===== src/hdl/decodePkg.sv =====
package decodePkg;

	//////////////////////////////////////////////////
	// field widths
	//////////////////////////////////////////////////
	localparam int instrWidth    = 32;
	localparam int opcodeWidth   = 6;  // primary opcode, bits 0-5
	localparam int regWidth      = 5;
	localparam int immWidth      = 24; // widest immediate, I-form LI
	localparam int mdImmWidth    = 6;  // MD mb/me
	localparam int dImmWidth     = 16;
	localparam int unitCodeWidth = 3;

	//////////////////////////////////////////////////
	// primary opcodes
	//////////////////////////////////////////////////
	localparam logic [0:opcodeWidth-1] opcodeMd    = 6'd30;
	localparam logic [0:opcodeWidth-1] opcodeAddi  = 6'd14;
	localparam logic [0:opcodeWidth-1] opcodeAddis = 6'd15;
	localparam logic [0:opcodeWidth-1] opcodeLwz   = 6'd32;
	localparam logic [0:opcodeWidth-1] opcodeStw   = 6'd36;
	localparam logic [0:opcodeWidth-1] opcodeB     = 6'd18;

	// MD rotates keep their extended opcode as the code,
	// MDS rotates likewise (8 and 9)
	typedef enum logic [0:3] {
		opRldicl = 4'd0,
		opRldicr = 4'd1,
		opRldic  = 4'd2,
		opRldimi = 4'd3,
		opAddi   = 4'd4,
		opAddis  = 4'd5,
		opLwz    = 4'd6,
		opStw    = 4'd7,
		opRldcl  = 4'd8,
		opRldcr  = 4'd9,
		opB      = 4'd10,
		opNone   = 4'd15
	} decodedOp_t;

endpackage


===== src/hdl/mdFormatDecoder.sv =====
module mdFormatDecoder #(
	parameter logic [0:decodePkg::unitCodeWidth-1] fxUnitCode = 3'd0
) (
	input  logic                                    clock_i,
	input  logic                                    rstN_i,
	input  logic                                    enable_i,
	input  logic [0:decodePkg::instrWidth-1]        instruction_i,
	output logic                                    hit_o,
	output decodePkg::decodedOp_t                   op_o,
	output logic [0:decodePkg::regWidth-1]          reg1_o,
	output logic [0:decodePkg::regWidth-1]          reg2_o,
	output logic [0:decodePkg::regWidth-1]          reg3_o,
	output logic [0:decodePkg::mdImmWidth-1]        imm_o,
	output logic                                    bit1_o,
	output logic                                    bit2_o,
	output logic [0:decodePkg::unitCodeWidth-1]     unitCode_o
);
	import decodePkg::*;

	logic       isMd;   // primary opcode 30
	logic [0:2] mdXo;   // MD extended opcode
	logic [0:3] mdsXo;  // MDS extended opcode, one bit longer
	decodedOp_t decOp;
	logic       decHit;

	assign isMd  = (instruction_i[0:opcodeWidth-1] == opcodeMd);
	assign mdXo  = instruction_i[27:29];
	assign mdsXo = instruction_i[27:30];

	//////////////////////////////////////////////////
	// extended opcode decode
	//////////////////////////////////////////////////
	always_comb begin
		decOp = opNone;
		if (isMd) begin
			case (mdXo)
				3'd0: decOp = opRldicl;
				3'd1: decOp = opRldicr;
				3'd2: decOp = opRldic;
				3'd3: decOp = opRldimi;
				default: begin
					// MDS codes 8/9 sit under MD code 4
					case (mdsXo)
						4'd8:    decOp = opRldcl;
						4'd9:    decOp = opRldcr;
						default: decOp = opNone;
					endcase
				end
			endcase
		end
	end

	assign decHit = (decOp != opNone);

	//////////////////////////////////////////////////
	// output registers
	//////////////////////////////////////////////////
	always_ff @(posedge clock_i or negedge rstN_i) begin
		if (!rstN_i) begin
			hit_o      <= 1'b0;
			op_o       <= opNone;
			reg1_o     <= '0;
			reg2_o     <= '0;
			reg3_o     <= '0;
			imm_o      <= '0;
			bit1_o     <= 1'b0;
			bit2_o     <= 1'b0;
			unitCode_o <= '0;
		end else begin
			hit_o <= enable_i & decHit;
			if (enable_i && isMd) begin
				op_o       <= decOp;
				reg1_o     <= instruction_i[6:10];  // RS
				reg2_o     <= instruction_i[11:15]; // RA
				reg3_o     <= instruction_i[16:20]; // sh, or RB for MDS
				imm_o      <= instruction_i[21:26]; // mb/me
				bit1_o     <= instruction_i[30];
				bit2_o     <= instruction_i[31];    // Rc
				unitCode_o <= fxUnitCode;
			end
		end
	end

endmodule


===== src/hdl/dFormatDecoder.sv =====
module dFormatDecoder #(
	parameter logic [0:decodePkg::unitCodeWidth-1] ldStUnitCode = 3'd2,
	parameter logic [0:decodePkg::unitCodeWidth-1] fxUnitCode   = 3'd0
) (
	input  logic                                    clock_i,
	input  logic                                    rstN_i,
	input  logic                                    enable_i,
	input  logic [0:decodePkg::instrWidth-1]        instruction_i,
	output logic                                    hit_o,
	output decodePkg::decodedOp_t                   op_o,
	output logic [0:decodePkg::regWidth-1]          reg1_o,
	output logic [0:decodePkg::regWidth-1]          reg2_o,
	output logic [0:decodePkg::regWidth-1]          reg3_o,
	output logic [0:decodePkg::dImmWidth-1]         imm_o,
	output logic [0:decodePkg::unitCodeWidth-1]     unitCode_o
);
	import decodePkg::*;

	logic [0:opcodeWidth-1]   primary;
	decodedOp_t               decOp;
	logic [0:unitCodeWidth-1] decUnit;
	logic                     decHit;

	assign primary = instruction_i[0:opcodeWidth-1];

	// arithmetic goes to FX, memory ops to load/store
	always_comb begin
		decOp   = opNone;
		decUnit = fxUnitCode;
		case (primary)
			opcodeAddi:  decOp = opAddi;
			opcodeAddis: decOp = opAddis;
			opcodeLwz: begin
				decOp   = opLwz;
				decUnit = ldStUnitCode;
			end
			opcodeStw: begin
				decOp   = opStw;
				decUnit = ldStUnitCode;
			end
			default: decOp = opNone;
		endcase
	end

	assign decHit = (decOp != opNone);

	//////////////////////////////////////////////////
	// output registers
	//////////////////////////////////////////////////
	always_ff @(posedge clock_i or negedge rstN_i) begin
		if (!rstN_i) begin
			hit_o      <= 1'b0;
			op_o       <= opNone;
			reg1_o     <= '0;
			reg2_o     <= '0;
			reg3_o     <= '0;
			imm_o      <= '0;
			unitCode_o <= '0;
		end else begin
			hit_o <= enable_i & decHit;
			if (enable_i && decHit) begin
				op_o       <= decOp;
				reg1_o     <= instruction_i[6:10];  // RT, or RS for stw
				reg2_o     <= instruction_i[11:15]; // RA
				reg3_o     <= '0;                   // no third register in D-form
				imm_o      <= instruction_i[16:31]; // raw D field
				unitCode_o <= decUnit;
			end
		end
	end

endmodule


===== src/hdl/iFormatDecoder.sv =====
module iFormatDecoder #(
	parameter logic [0:decodePkg::unitCodeWidth-1] branchUnitCode = 3'd3
) (
	input  logic                                    clock_i,
	input  logic                                    rstN_i,
	input  logic                                    enable_i,
	input  logic [0:decodePkg::instrWidth-1]        instruction_i,
	output logic                                    hit_o,
	output decodePkg::decodedOp_t                   op_o,
	output logic [0:decodePkg::immWidth-1]          imm_o,
	output logic                                    bit1_o,
	output logic                                    bit2_o,
	output logic [0:decodePkg::unitCodeWidth-1]     unitCode_o
);
	import decodePkg::*;

	logic isBranch;

	assign isBranch = (instruction_i[0:opcodeWidth-1] == opcodeB);

	//////////////////////////////////////////////////
	// output registers
	//////////////////////////////////////////////////
	always_ff @(posedge clock_i or negedge rstN_i) begin
		if (!rstN_i) begin
			hit_o      <= 1'b0;
			op_o       <= opNone;
			imm_o      <= '0;
			bit1_o     <= 1'b0;
			bit2_o     <= 1'b0;
			unitCode_o <= '0;
		end else begin
			hit_o <= enable_i & isBranch;
			if (enable_i && isBranch) begin
				op_o       <= opB;
				imm_o      <= instruction_i[6:29]; // LI, word offset
				bit1_o     <= instruction_i[30];   // AA
				bit2_o     <= instruction_i[31];   // LK
				unitCode_o <= branchUnitCode;
			end
		end
	end

endmodule


===== src/hdl/dispatchSelect.sv =====
module dispatchSelect (
	input  logic                                clock_i,
	input  logic                                rstN_i,
	input  logic                                enable_i,
	// MD decoder
	input  logic                                hitMd_i,
	input  decodePkg::decodedOp_t               opMd_i,
	input  logic [0:decodePkg::regWidth-1]      reg1Md_i,
	input  logic [0:decodePkg::regWidth-1]      reg2Md_i,
	input  logic [0:decodePkg::regWidth-1]      reg3Md_i,
	input  logic [0:decodePkg::mdImmWidth-1]    immMd_i,
	input  logic                                bit1Md_i,
	input  logic                                bit2Md_i,
	input  logic [0:decodePkg::unitCodeWidth-1] unitCodeMd_i,
	// D decoder
	input  logic                                hitD_i,
	input  decodePkg::decodedOp_t               opD_i,
	input  logic [0:decodePkg::regWidth-1]      reg1D_i,
	input  logic [0:decodePkg::regWidth-1]      reg2D_i,
	input  logic [0:decodePkg::regWidth-1]      reg3D_i,
	input  logic [0:decodePkg::dImmWidth-1]     immD_i,
	input  logic [0:decodePkg::unitCodeWidth-1] unitCodeD_i,
	// I decoder
	input  logic                                hitI_i,
	input  decodePkg::decodedOp_t               opI_i,
	input  logic [0:decodePkg::immWidth-1]      immI_i,
	input  logic                                bit1I_i,
	input  logic                                bit2I_i,
	input  logic [0:decodePkg::unitCodeWidth-1] unitCodeI_i,
	// dispatch record
	output logic                                valid_o,
	output logic                                illegal_o,
	output decodePkg::decodedOp_t               op_o,
	output logic [0:decodePkg::regWidth-1]      reg1_o,
	output logic [0:decodePkg::regWidth-1]      reg2_o,
	output logic [0:decodePkg::regWidth-1]      reg3_o,
	output logic [0:decodePkg::immWidth-1]      imm_o,
	output logic                                bit1_o,
	output logic                                bit2_o,
	output logic [0:decodePkg::unitCodeWidth-1] unitCode_o
);
	import decodePkg::*;

	logic                     enableDly; // lines up with the decoder outputs
	logic                     anyHit;
	decodedOp_t               selOp;
	logic [0:regWidth-1]      selReg1;
	logic [0:regWidth-1]      selReg2;
	logic [0:regWidth-1]      selReg3;
	logic [0:immWidth-1]      selImm;
	logic                     selBit1;
	logic                     selBit2;
	logic [0:unitCodeWidth-1] selUnit;

	assign anyHit = hitMd_i | hitD_i | hitI_i;

	//////////////////////////////////////////////////
	// one-hot merge, opcodes are disjoint
	//////////////////////////////////////////////////
	always_comb begin
		selOp   = opNone;
		selReg1 = '0;
		selReg2 = '0;
		selReg3 = '0;
		selImm  = '0;
		selBit1 = 1'b0;
		selBit2 = 1'b0;
		selUnit = '0;
		unique case (1'b1)
			hitMd_i: begin
				selOp   = opMd_i;
				selReg1 = reg1Md_i;
				selReg2 = reg2Md_i;
				selReg3 = reg3Md_i;
				selImm  = {{(immWidth-mdImmWidth){1'b0}}, immMd_i};
				selBit1 = bit1Md_i;
				selBit2 = bit2Md_i;
				selUnit = unitCodeMd_i;
			end
			hitD_i: begin
				selOp   = opD_i;
				selReg1 = reg1D_i;
				selReg2 = reg2D_i;
				selReg3 = reg3D_i;
				selImm  = {{(immWidth-dImmWidth){1'b0}}, immD_i};
				selUnit = unitCodeD_i;
			end
			hitI_i: begin
				selOp   = opI_i; // branch has no register fields
				selImm  = immI_i;
				selBit1 = bit1I_i;
				selBit2 = bit2I_i;
				selUnit = unitCodeI_i;
			end
			default: selOp = opNone;
		endcase
	end

	//////////////////////////////////////////////////
	// record register
	//////////////////////////////////////////////////
	always_ff @(posedge clock_i or negedge rstN_i) begin
		if (!rstN_i) begin
			enableDly  <= 1'b0;
			valid_o    <= 1'b0;
			illegal_o  <= 1'b0;
			op_o       <= opNone;
			reg1_o     <= '0;
			reg2_o     <= '0;
			reg3_o     <= '0;
			imm_o      <= '0;
			bit1_o     <= 1'b0;
			bit2_o     <= 1'b0;
			unitCode_o <= '0;
		end else begin
			enableDly <= enable_i;
			valid_o   <= anyHit;
			illegal_o <= enableDly & ~anyHit; // enabled word nobody claimed
			if (anyHit) begin
				op_o       <= selOp;
				reg1_o     <= selReg1;
				reg2_o     <= selReg2;
				reg3_o     <= selReg3;
				imm_o      <= selImm;
				bit1_o     <= selBit1;
				bit2_o     <= selBit2;
				unitCode_o <= selUnit;
			end else if (enableDly) begin
				op_o <= opNone;
			end
		end
	end

endmodule


===== src/hdl/decodeStage.sv =====
module decodeStage #(
	parameter logic [0:decodePkg::unitCodeWidth-1] fxUnitCode     = 3'd0,
	parameter logic [0:decodePkg::unitCodeWidth-1] ldStUnitCode   = 3'd2,
	parameter logic [0:decodePkg::unitCodeWidth-1] branchUnitCode = 3'd3
) (
	input  logic                                clock_i,
	input  logic                                rstN_i,
	input  logic                                enable_i,
	input  logic [0:decodePkg::instrWidth-1]    instruction_i,
	output logic                                valid_o,
	output logic                                illegal_o,
	output decodePkg::decodedOp_t               op_o,
	output logic [0:decodePkg::regWidth-1]      reg1_o,
	output logic [0:decodePkg::regWidth-1]      reg2_o,
	output logic [0:decodePkg::regWidth-1]      reg3_o,
	output logic [0:decodePkg::immWidth-1]      imm_o,
	output logic                                bit1_o,
	output logic                                bit2_o,
	output logic [0:decodePkg::unitCodeWidth-1] unitCode_o
);
	import decodePkg::*;

	//////////////////////////////////////////////////
	// decoder to selector wiring
	//////////////////////////////////////////////////
	logic                     hitMd, hitD, hitI;
	decodedOp_t               opMd, opD, opI;
	logic [0:regWidth-1]      reg1Md, reg2Md, reg3Md;
	logic [0:regWidth-1]      reg1D, reg2D, reg3D;
	logic [0:mdImmWidth-1]    immMd;
	logic [0:dImmWidth-1]     immD;
	logic [0:immWidth-1]      immI;
	logic                     bit1Md, bit2Md, bit1I, bit2I;
	logic [0:unitCodeWidth-1] unitMd, unitD, unitI;

	mdFormatDecoder #(.fxUnitCode(fxUnitCode)) mdDecoder (
		.clock_i(clock_i), .rstN_i(rstN_i), .enable_i(enable_i),
		.instruction_i(instruction_i),
		.hit_o(hitMd), .op_o(opMd),
		.reg1_o(reg1Md), .reg2_o(reg2Md), .reg3_o(reg3Md),
		.imm_o(immMd), .bit1_o(bit1Md), .bit2_o(bit2Md),
		.unitCode_o(unitMd)
	);

	dFormatDecoder #(.ldStUnitCode(ldStUnitCode), .fxUnitCode(fxUnitCode)) dDecoder (
		.clock_i(clock_i), .rstN_i(rstN_i), .enable_i(enable_i),
		.instruction_i(instruction_i),
		.hit_o(hitD), .op_o(opD),
		.reg1_o(reg1D), .reg2_o(reg2D), .reg3_o(reg3D),
		.imm_o(immD), .unitCode_o(unitD)
	);

	iFormatDecoder #(.branchUnitCode(branchUnitCode)) iDecoder (
		.clock_i(clock_i), .rstN_i(rstN_i), .enable_i(enable_i),
		.instruction_i(instruction_i),
		.hit_o(hitI), .op_o(opI), .imm_o(immI),
		.bit1_o(bit1I), .bit2_o(bit2I), .unitCode_o(unitI)
	);

	dispatchSelect selector (
		.clock_i(clock_i), .rstN_i(rstN_i), .enable_i(enable_i),
		.hitMd_i(hitMd), .opMd_i(opMd), .reg1Md_i(reg1Md), .reg2Md_i(reg2Md),
		.reg3Md_i(reg3Md), .immMd_i(immMd), .bit1Md_i(bit1Md), .bit2Md_i(bit2Md),
		.unitCodeMd_i(unitMd),
		.hitD_i(hitD), .opD_i(opD), .reg1D_i(reg1D), .reg2D_i(reg2D),
		.reg3D_i(reg3D), .immD_i(immD), .unitCodeD_i(unitD),
		.hitI_i(hitI), .opI_i(opI), .immI_i(immI), .bit1I_i(bit1I),
		.bit2I_i(bit2I), .unitCodeI_i(unitI),
		.valid_o(valid_o), .illegal_o(illegal_o), .op_o(op_o),
		.reg1_o(reg1_o), .reg2_o(reg2_o), .reg3_o(reg3_o), .imm_o(imm_o),
		.bit1_o(bit1_o), .bit2_o(bit2_o), .unitCode_o(unitCode_o)
	);

endmodule


===== config.mk =====
export PLATFORM = sky130hd
export DESIGN_NAME = decodeStage
export DESIGN_NICKNAME = d
export VERILOG_FILES = /design/src/hdl/decodePkg.sv /design/src/hdl/mdFormatDecoder.sv /design/src/hdl/dFormatDecoder.sv /design/src/hdl/iFormatDecoder.sv /design/src/hdl/dispatchSelect.sv /design/src/hdl/decodeStage.sv
export SDC_FILE = /design/constraint.sdc
export NUM_CORES = 1
export LEC_CHECK = 0
export BUFFER_PORTS_ARGS = -buffer_cell sky130_fd_sc_hd__buf_2
export CAP_MARGIN = 20
export CORE_MARGIN = 3
export CORE_UTILIZATION = 50
export CTS_CLUSTER_SIZE = 16
export DETAILED_ROUTE_END_ITERATION = 10
export GPL_TIMING_DRIVEN = 0
export PLACE_DENSITY_LB_ADDON = 0.25
export SYNTH_ARGS = -nofsm -noshare
export SYNTH_HDL_FRONTEND = slang
export SYNTH_SLANG_ARGS = --single-unit

===== constraint.sdc =====
create_clock -name clock_i -period 1.2 [get_ports clock_i]
set_input_delay 0.18 -clock clock_i [delete_from_list [all_inputs] [get_ports clock_i]]
set_output_delay 0.18 -clock clock_i [all_outputs]
set_load 0.05 [all_outputs]

==> results by group, run 1 <==
Die
  • Die area: 12,100 sq um
  • Core ar.: 10,500 sq um
  • Die Width: 110 um
  • Initial Util: 51.9%
  • I/O pin cnt: 85
  • Die Height: 110 um
  • Row count: 37

Cells and area
  • Final nets: 601
  • FILL cells: 589
  • Antenna diodes: 0
  • Area of the multi-input gates: 1910 sq um
  • Seq. cell area: 3470 sq um
  • Share of layout cells above drive strength 1: 56.1%
  • Design area: 8090 sq um
  • Area growth syn-to-layout: 49.0%

STA
  • Period utilisation layout: 122%
  • Slew HR: 64.8%
  • Fin. max-slew vios: 0
  • Hold WS: 0.0416 ns
  • Final Hold Vio Count: 0
  • Fmax: 0.686 GHz
  • Worst Max-Slew Pin Slew: 0.528 ns
  • RSZ-0062 raised after global routing: yes
  • Setup Skew: 0.00987 ns
  • Final WS setup: -0.259 ns
  • Min Tclk post-route: 1.46 ns
  • Final setup fails: 97

Clock network
  • TritonCTS clock tree: done
  • Clk root buf: clkbuf_8
  • Total CTS buffers: 17
  • CTS max path bufs: 2
  • Clock Sinks: 138
  • H-tree depth: 4
  • Worst-Skew Late Latency: 0.52 ns
  • Clock-pin slew on the worst setup and hold paths: 0.06 ns

Worst setup path
  • Crit path arrival time: 1.84 ns
  • R2R Path End: selector.imm_o[22]
  • Crit path kind: reg2reg
  • R2R setup slack: -0.26 ns
  • Reg2reg path depth: 5
  • Worst Path Max Fanout: 5
  • Worst R2R Start: iDecoder.hit_o
  • Crit. End Element: flop
  • Critical Path Source Type: flop
  • Critical Path RT: 1.58 ns

Synthesis
  • Netlist cell types: 38
  • Simple-gate portion of the synthesized area: 4.65%
  • Register area share after synthesis: 63.9%
  • Cell count after synthesis: 380
  • Xor/xnor share of the synthesized area: 0%
  • Post-synthesis compound-gate area fraction: 10.6%
  • Syn nets: 415
  • YS warnings: 0
  • Synthesis-stage register bit count: 138
  • Largest family of logic cells by synthesized area: multiplexers
  • Mux share of post-synthesis cell area: 16.9%
  • Synth Area in Adders: 0%
  • Avg Cell Area, Syn: 14.3 sq um
  • Post-Syn Area: 5430 sq um

Place
  • Post-DP HPWL: 8.28 mm
  • Buffers on Ports: 83
  • Dpl cell area: 6120 sq um
  • Dpl ws: -0.467 ns
  • Gp weighted congestion: 0.757

Global routing
  • First-pass GRT wire length: 23.2 mm
  • GR Overflow Total: 0
  • Vias in the first global route: 4,244
  • Global-route usage over all layers: 26.0%
  • Initial antenna violation count: 0
  • Largest net degree at the start of global routing: 89

Status
  • Status: complete, but fails checks
  • Failing checks: setup timing

Drt
  • Drt initial violations: 301
  • Number of vias per cell: 5.75
  • Drt pass-1 iters: 7
  • Vias: 4,107
  • Post-route ant nets: 0
  • Drt drc: 0
  • Avg WL per Cell: 21.3 um
  • Final WL: 15.2 mm

Hold path
  • Hold Path Cell Cnt: 3
  • Endpoint, Worst Hold: dDecoder.unitCode_o[1]
  • HP Class: in2reg
  • HP Start: instruction_i[4]

Power
  • Worst VDD drop: 1120 uV
  • Power density cells: 1830 nW/um^2
  • Leak: 3.91 nW

Flow run
  • Maxcap violations: 0
==> cell families (layout without fill, tap and decap cells) <==
kind of cell,count (synthesis),count (layout)
buffers and inverters,41,239
DFF,138,138
muxes,78,78
AOI/OAI and AO/OA,77,77
and+or+nand+nor,45,45
other,1,1
==> cell type report <==
cell class              instances  area share, %
well taps                     136           2.10
inverters                      15          0.758
multi-input cells             201           23.6
flip-flops and latches        138           42.9
repair buffers                169           20.0
clock buffers                  21           5.55
plain buffers                  23           2.95
clock inverters                10           2.06
repair inverters                1         0.0928
==> where the power goes <==
group | internal [W] | leakage [nW] | switching (W)
registers | 0.00548 | 1.77 | 0.000578
clock network | 0.00349 | 0.295 | 0.00195
logic | 0.00154 | 1.85 | 0.00176
==> worst max-delay path by stage <==
stage                          start                 end  slack [ns]  cells after the start
floorplan           instruction_i[1]   dDecoder.imm_o[0]       -0.16                      6
CTS                 selector.op_o[2]             op_o[2]       -0.20                      1
global route          iDecoder.hit_o    selector.op_o[3]       -0.30                      6
detailed placement    dDecoder.hit_o  selector.imm_o[19]       -0.47                      6
global placement              rstN_i  selector.imm_o[13]       -1.80                      1
finish                iDecoder.hit_o  selector.imm_o[22]       -0.26                      5
==> critical path: stages (launching register included) <==
cell and delay, ns:
dfrtp_1 0.37, buf_6 0.13, buf_6 0.12, buf_6 0.10
a222oi_1 0.50, a21oi_2 0.10
==> cell usage after synthesis <==
cell,n,area share (%)
nand4bb_1,1,0.21
and2b_4,1,0.18
o21a_1,2,0.28
nand2b_1,1,0.12
dfrtp_1,126,58
nor2_1,13,0.90
nand4_1,1,0.12
buf_6,1,0.21
a31oi_1,1,0.12
o21ai_0,13,1.2
and2_1,2,0.23
nor3_1,4,0.37
mux2_4,10,2.8
a21oi_1,13,1.2
nor3_4,1,0.30
nor3b_1,1,0.14
a22o_1,14,2.3
dfstp_2,12,5.8
nor4b_1,1,0.16
nand3_1,1,0.092
nand2_1,13,0.90
mux2_2,68,14
and3b_1,1,0.16
nor3_2,1,0.18
nand2b_4,1,0.25
inv_1,14,0.97
a222oi_1,19,3.5
buf_12,2,0.74
buf_2,10,0.92
buf_4,2,0.28
buf_1,2,0.14
conb_1,1,0.069
nor2b_1,1,0.12
clkbuf_1,9,0.62
a21o_1,2,0.28
inv_2,1,0.069
nand4_2,1,0.23
a22oi_1,13,1.8
==> sequential cells by signal (all words and copies together) (netlist names), 5 cells and up <==
name,count
iDecoder.imm_o,24
selector.imm_o,24
dDecoder.imm_o,16
mdDecoder.imm_o,6
dDecoder.reg1_o,5
dDecoder.reg2_o,5
mdDecoder.reg1_o,5
mdDecoder.reg2_o,5
mdDecoder.reg3_o,5
selector.reg1_o,5
selector.reg2_o,5
selector.reg3_o,5
==> placed cells by master, fill, tap and decap left out, drive strengths merged, types with 14 or more instances in the layout <==
cell / Yosys / final
a22o: 14 / 14
clkbuf: 9 / 28
a222oi: 19 / 19
dlygate4sd3: 0 / 29
mux2: 78 / 78
inv: 15 / 16
dfrtp: 126 / 126
buf: 17 / 156
==> per-stage QoR <==
| stage | setup TNS [ns] | total power, W | utilization [%] | instances |
|---|---|---|---|---|
| after global placement | -270.31 | 0.00833 | 58.1 | 599 |
| after global routing | -15.62 | 0.0153 | 77.3 | 714 |
| after CTS | -6.69 | 0.0146 | 75.0 | 697 |
| after floorplan | -3.74 | 0.00769 | - | 380 |
| final | -10.79 | 0.0148 | 77.3 | 714 |
| after detailed placement | -35.90 | 0.00845 | 58.5 | 600 |
==> layer usage <==
metal  up-vias  part of all wire (%)  track usage (%)
met5         -                     0                0
met4         0                   1.3             8.18
met3        24                   6.1             5.94
met2       148                    52             42.1
met1      2164                    41             35.1
li1       1771                     -                -
==> what timing repair did <==
action	4_1_cts	5_1_grt
cloned	6	1
buffers inserted	33	19
setup endpoints to repair	98	98
hold buffers	29	0
endpoints found under the hold margin	128	0
pin swaps	38	15
gates resized for setup	162	37
No activity file was read; power rests on OpenSTA's default activity.
==> run 2, diff against run 1 <==
Settings changed: CORE_UTILIZATION 50 to 40.
==> run 2 against run 1 <==
  * The run still ends with setup timing left
  * Critical path depth did not move
  * Highest routed layer unchanged
  * Power fell by 3.1%
  * Clock skew fell by 0.0033 ns
  * Critical endpoint is now selector.imm_o[20]
  * Non-clock buffer count fell by 57
==> results by group, run 2 (synthesized netlist as in run 1, its figures left out) <==
STA
  • RSZ-0062 raised after global routing: yes
  • Fin. max-slew vios: 0 (unchanged)
  • Hold WS: 0.0171 ns (-0.0245 ns)
  • Fmax: 0.745 GHz (+8.7%)
  • Final setup fails: 62 (-36%)
  • Setup Skew: 0.00654 ns (-0.00333 ns)
  • Period utilisation layout: 112% (-9.8 points)
  • Worst Max-Slew Pin Slew: 0.568 ns (+0.0400 ns)
  • Min Tclk post-route: 1.34 ns (-0.117 ns)
  • Slew HR: 62.1% (-2.7 points)
  • Final WS setup: -0.142 ns (+0.117 ns)
  • Final Hold Vio Count: 0 (unchanged)

Place
  • Gp weighted congestion: 0.783 (+3.4%)
  • Buffers on Ports: 83 (unchanged)
  • Post-DP HPWL: 8.54 mm (+3.1%)
  • Placed insts: 636 (+6.0%)

Power
  • Net Sw Frac: 28.1% (-0.96 points)
  • Worst VDD drop: 811 uV (-27%)
  • Power density cells: 1910 nW/um^2 (+4.2%)
  • Leak: 3.63 nW (-7.1%)
  • P_sw: 0.00402 W (-6.3%)
  • Part of the power in combinational logic: 20.1% (-2.2 points)
  • Clk pwr share: 38.1% (+1.4 points)
  • Post-route total power: 0.0143 W (-3.1%)
  • Cell-internal power: 0.0103 W (-1.8%)
  • Flop pwr share: 41.7% (+0.8 points)

Clock network
  • CTS max path bufs: 2 (unchanged)
  • Clock Sinks: 138 (unchanged)
  • Clock-pin slew on the worst setup and hold paths: 0.06 ns (about the same)
  • TritonCTS clock tree: done
  • Total CTS buffers: 17 (unchanged)
  • Worst-Skew Late Latency: 0.42 ns (-0.10 ns)
  • Clk root buf: clkbuf_16
  • H-tree depth: 4 (unchanged)

Worst setup path
  • Crit. End Element: flop
  • Crit path kind: reg2reg
  • Worst Path Max Fanout: 6 (+1)
  • Critical Path Source Type: flop
  • Critical Path RT: 1.49 ns (-0.09 ns)
  • Crit path arrival time: 1.63 ns (-0.21 ns)

Drt
  • Avg WL per Cell: 19.4 um (-8.8%)
  • Drt drc: 0 (unchanged)
  • Drt pass-1 iters: 5 (-2)
  • Final WL: 13.5 mm (-11%)
  • Post-route ant nets: 0 (unchanged)
  • Drt initial violations: 352 (+17%)
  • Number of vias per cell: 5.38 (-6.4%)
  • Vias: 3,731 (-9.2%)

Cells and area
  • Biggest regs: iDecoder.imm_o x24, selector.imm_o x24, dDecoder.imm_o x16
  • Non-filler cells, final: 693 (-2.9%)
  • Most frequent cells in the layout: 124 x dfrtp_1, 67 x mux2_2, 52 x buf_6, 36 x buf_2
  • Final nets: 543 (-9.7%)
  • Commonest non-fill, non-tap cell in the layout: dfrtp_1
  • Finished Core Util: 58.2% (-19 points)
  • Share of layout cells above drive strength 1: 52.8% (-3.3 points)
  • Area growth syn-to-layout: 38.5%
  • Antenna diodes: 0 (unchanged)

Global routing
  • Vias in the first global route: 3,838 (-9.6%)
  • Initial antenna violation count: 0 (unchanged)
  • GR Overflow Total: 0 (unchanged)
  • First-pass GRT wire length: 21.2 mm (-8.5%)
  • Global-route usage over all layers: 19.1% (-6.9 points)
  • Largest net degree at the start of global routing: 92 (+3.4%)

Hold path
  • HP Class: in2reg

Flow run
  • Maxcap violations: 0 (unchanged)

Die
  • Die Height: 123 um (+11%)
  • Die Width: 123 um (+11%)
  • I/O pin cnt: 85 (unchanged)
  • Initial Util: 42.0% (-9.9 points)
  • Row count: 41 (+11%)
  • Die area: 15,000 sq um (+24%)
  • Core ar.: 12,900 sq um (+24%)

Status
  • Status: complete, but fails checks
  • Failing checks: setup timing
## run 2: cell types whose count changed in the layout (fill, tap and decap cells not counted), sizes merged
cell         previous run  this run
clkinvlp                3         1
buf                   156       123
clkinv                  3         2
clkbuf                 28        36
dlygate4sd3            29         2
bufinv                  4         3
inv                    16        15
## run 2: layout make-up
| class | count | area (sq um) |
|---|---|---|
| Buffer | 25 | 279 |
| Clock buffer | 26 | 519 |
| Clock inverter | 6 | 108 |
| Fill cell | 1049 | 5400 |
| Inverter | 15 | 56.3 |
| Multi-Input combinational cell | 201 | 1820 |
| Sequential cell | 138 | 3470 |
| Tap cell | 172 | 215 |
| Timing Repair Buffer | 110 | 1060 |
## run 2: worst paths after layout
kind | from | endpoint | cells past startpoint | slack [ns]
min in group asynchronous | rstN_i | selector.imm_o[7] | 2 | 0.26
max in group asynchronous | rstN_i | mdDecoder.op_o[0] | 3 | 0.15
hold / removal | instruction_i[6] | dDecoder.reg1_o[0] | 2 | 0.02
setup reg to reg | dDecoder.hit_o | selector.imm_o[20] | 5 | -0.14
setup / recovery | dDecoder.hit_o | selector.imm_o[20] | 5 | -0.14
hold reg to reg | dDecoder.op_o[3] | dDecoder.op_o[3] | 2 | 0.45
## run 2: metrics by stage
stage	setup slack [ns]	TNS, ns	area, sq um
floorplan	-0.160	-3.74	5500
global placement	-1.85	-279.30	6130
detailed placement	-0.502	-35.87	6160
CTS	-0.128	-3.60	7280
global route	-0.236	-8.26	7520
finish	-0.142	-4.06	7520
## run 2: worst max-delay path: stages (launching register included)
cell	delay [ns]
dfrtp_2	0.46
nor3_4	0.29
inv_2	0.16
buf_12	0.16
nor2_1	0.11
a21oi_2	0.04
## run 2: layer usage
metal  GRT usage (%)  wire, um
met5               0         0
met4            6.58       186
met3            5.76       811
met2            30.1      6570
met1            25.3      5880
## run 2: what timing repair did
| action | CTS | global route |
|---|---|---|
| buffers inserted | 15 | 6 |
| hold buffers | 2 | 0 |
| pin swaps | 19 | 2 |
| gates resized for setup | 101 | 58 |
| cloned | 2 | 1 |
| hold endpoints to repair | 38 | 0 |
| setup endpoints to repair | 102 | 105 |
## run 2: power groups by stage
stage / Clock (W) / Sequential (W) / Combinational [W]
final: 0.00547 / 0.00599 / 0.00289
after global routing: 0.00578 / 0.00608 / 0.00307
after CTS: 0.00555 / 0.00595 / 0.00277
after detailed placement: 0 / 0.00598 / 0.00247
after global placement: 0 / 0.00595 / 0.00241
after floorplan: 0 / 0.00687 / 0.000822
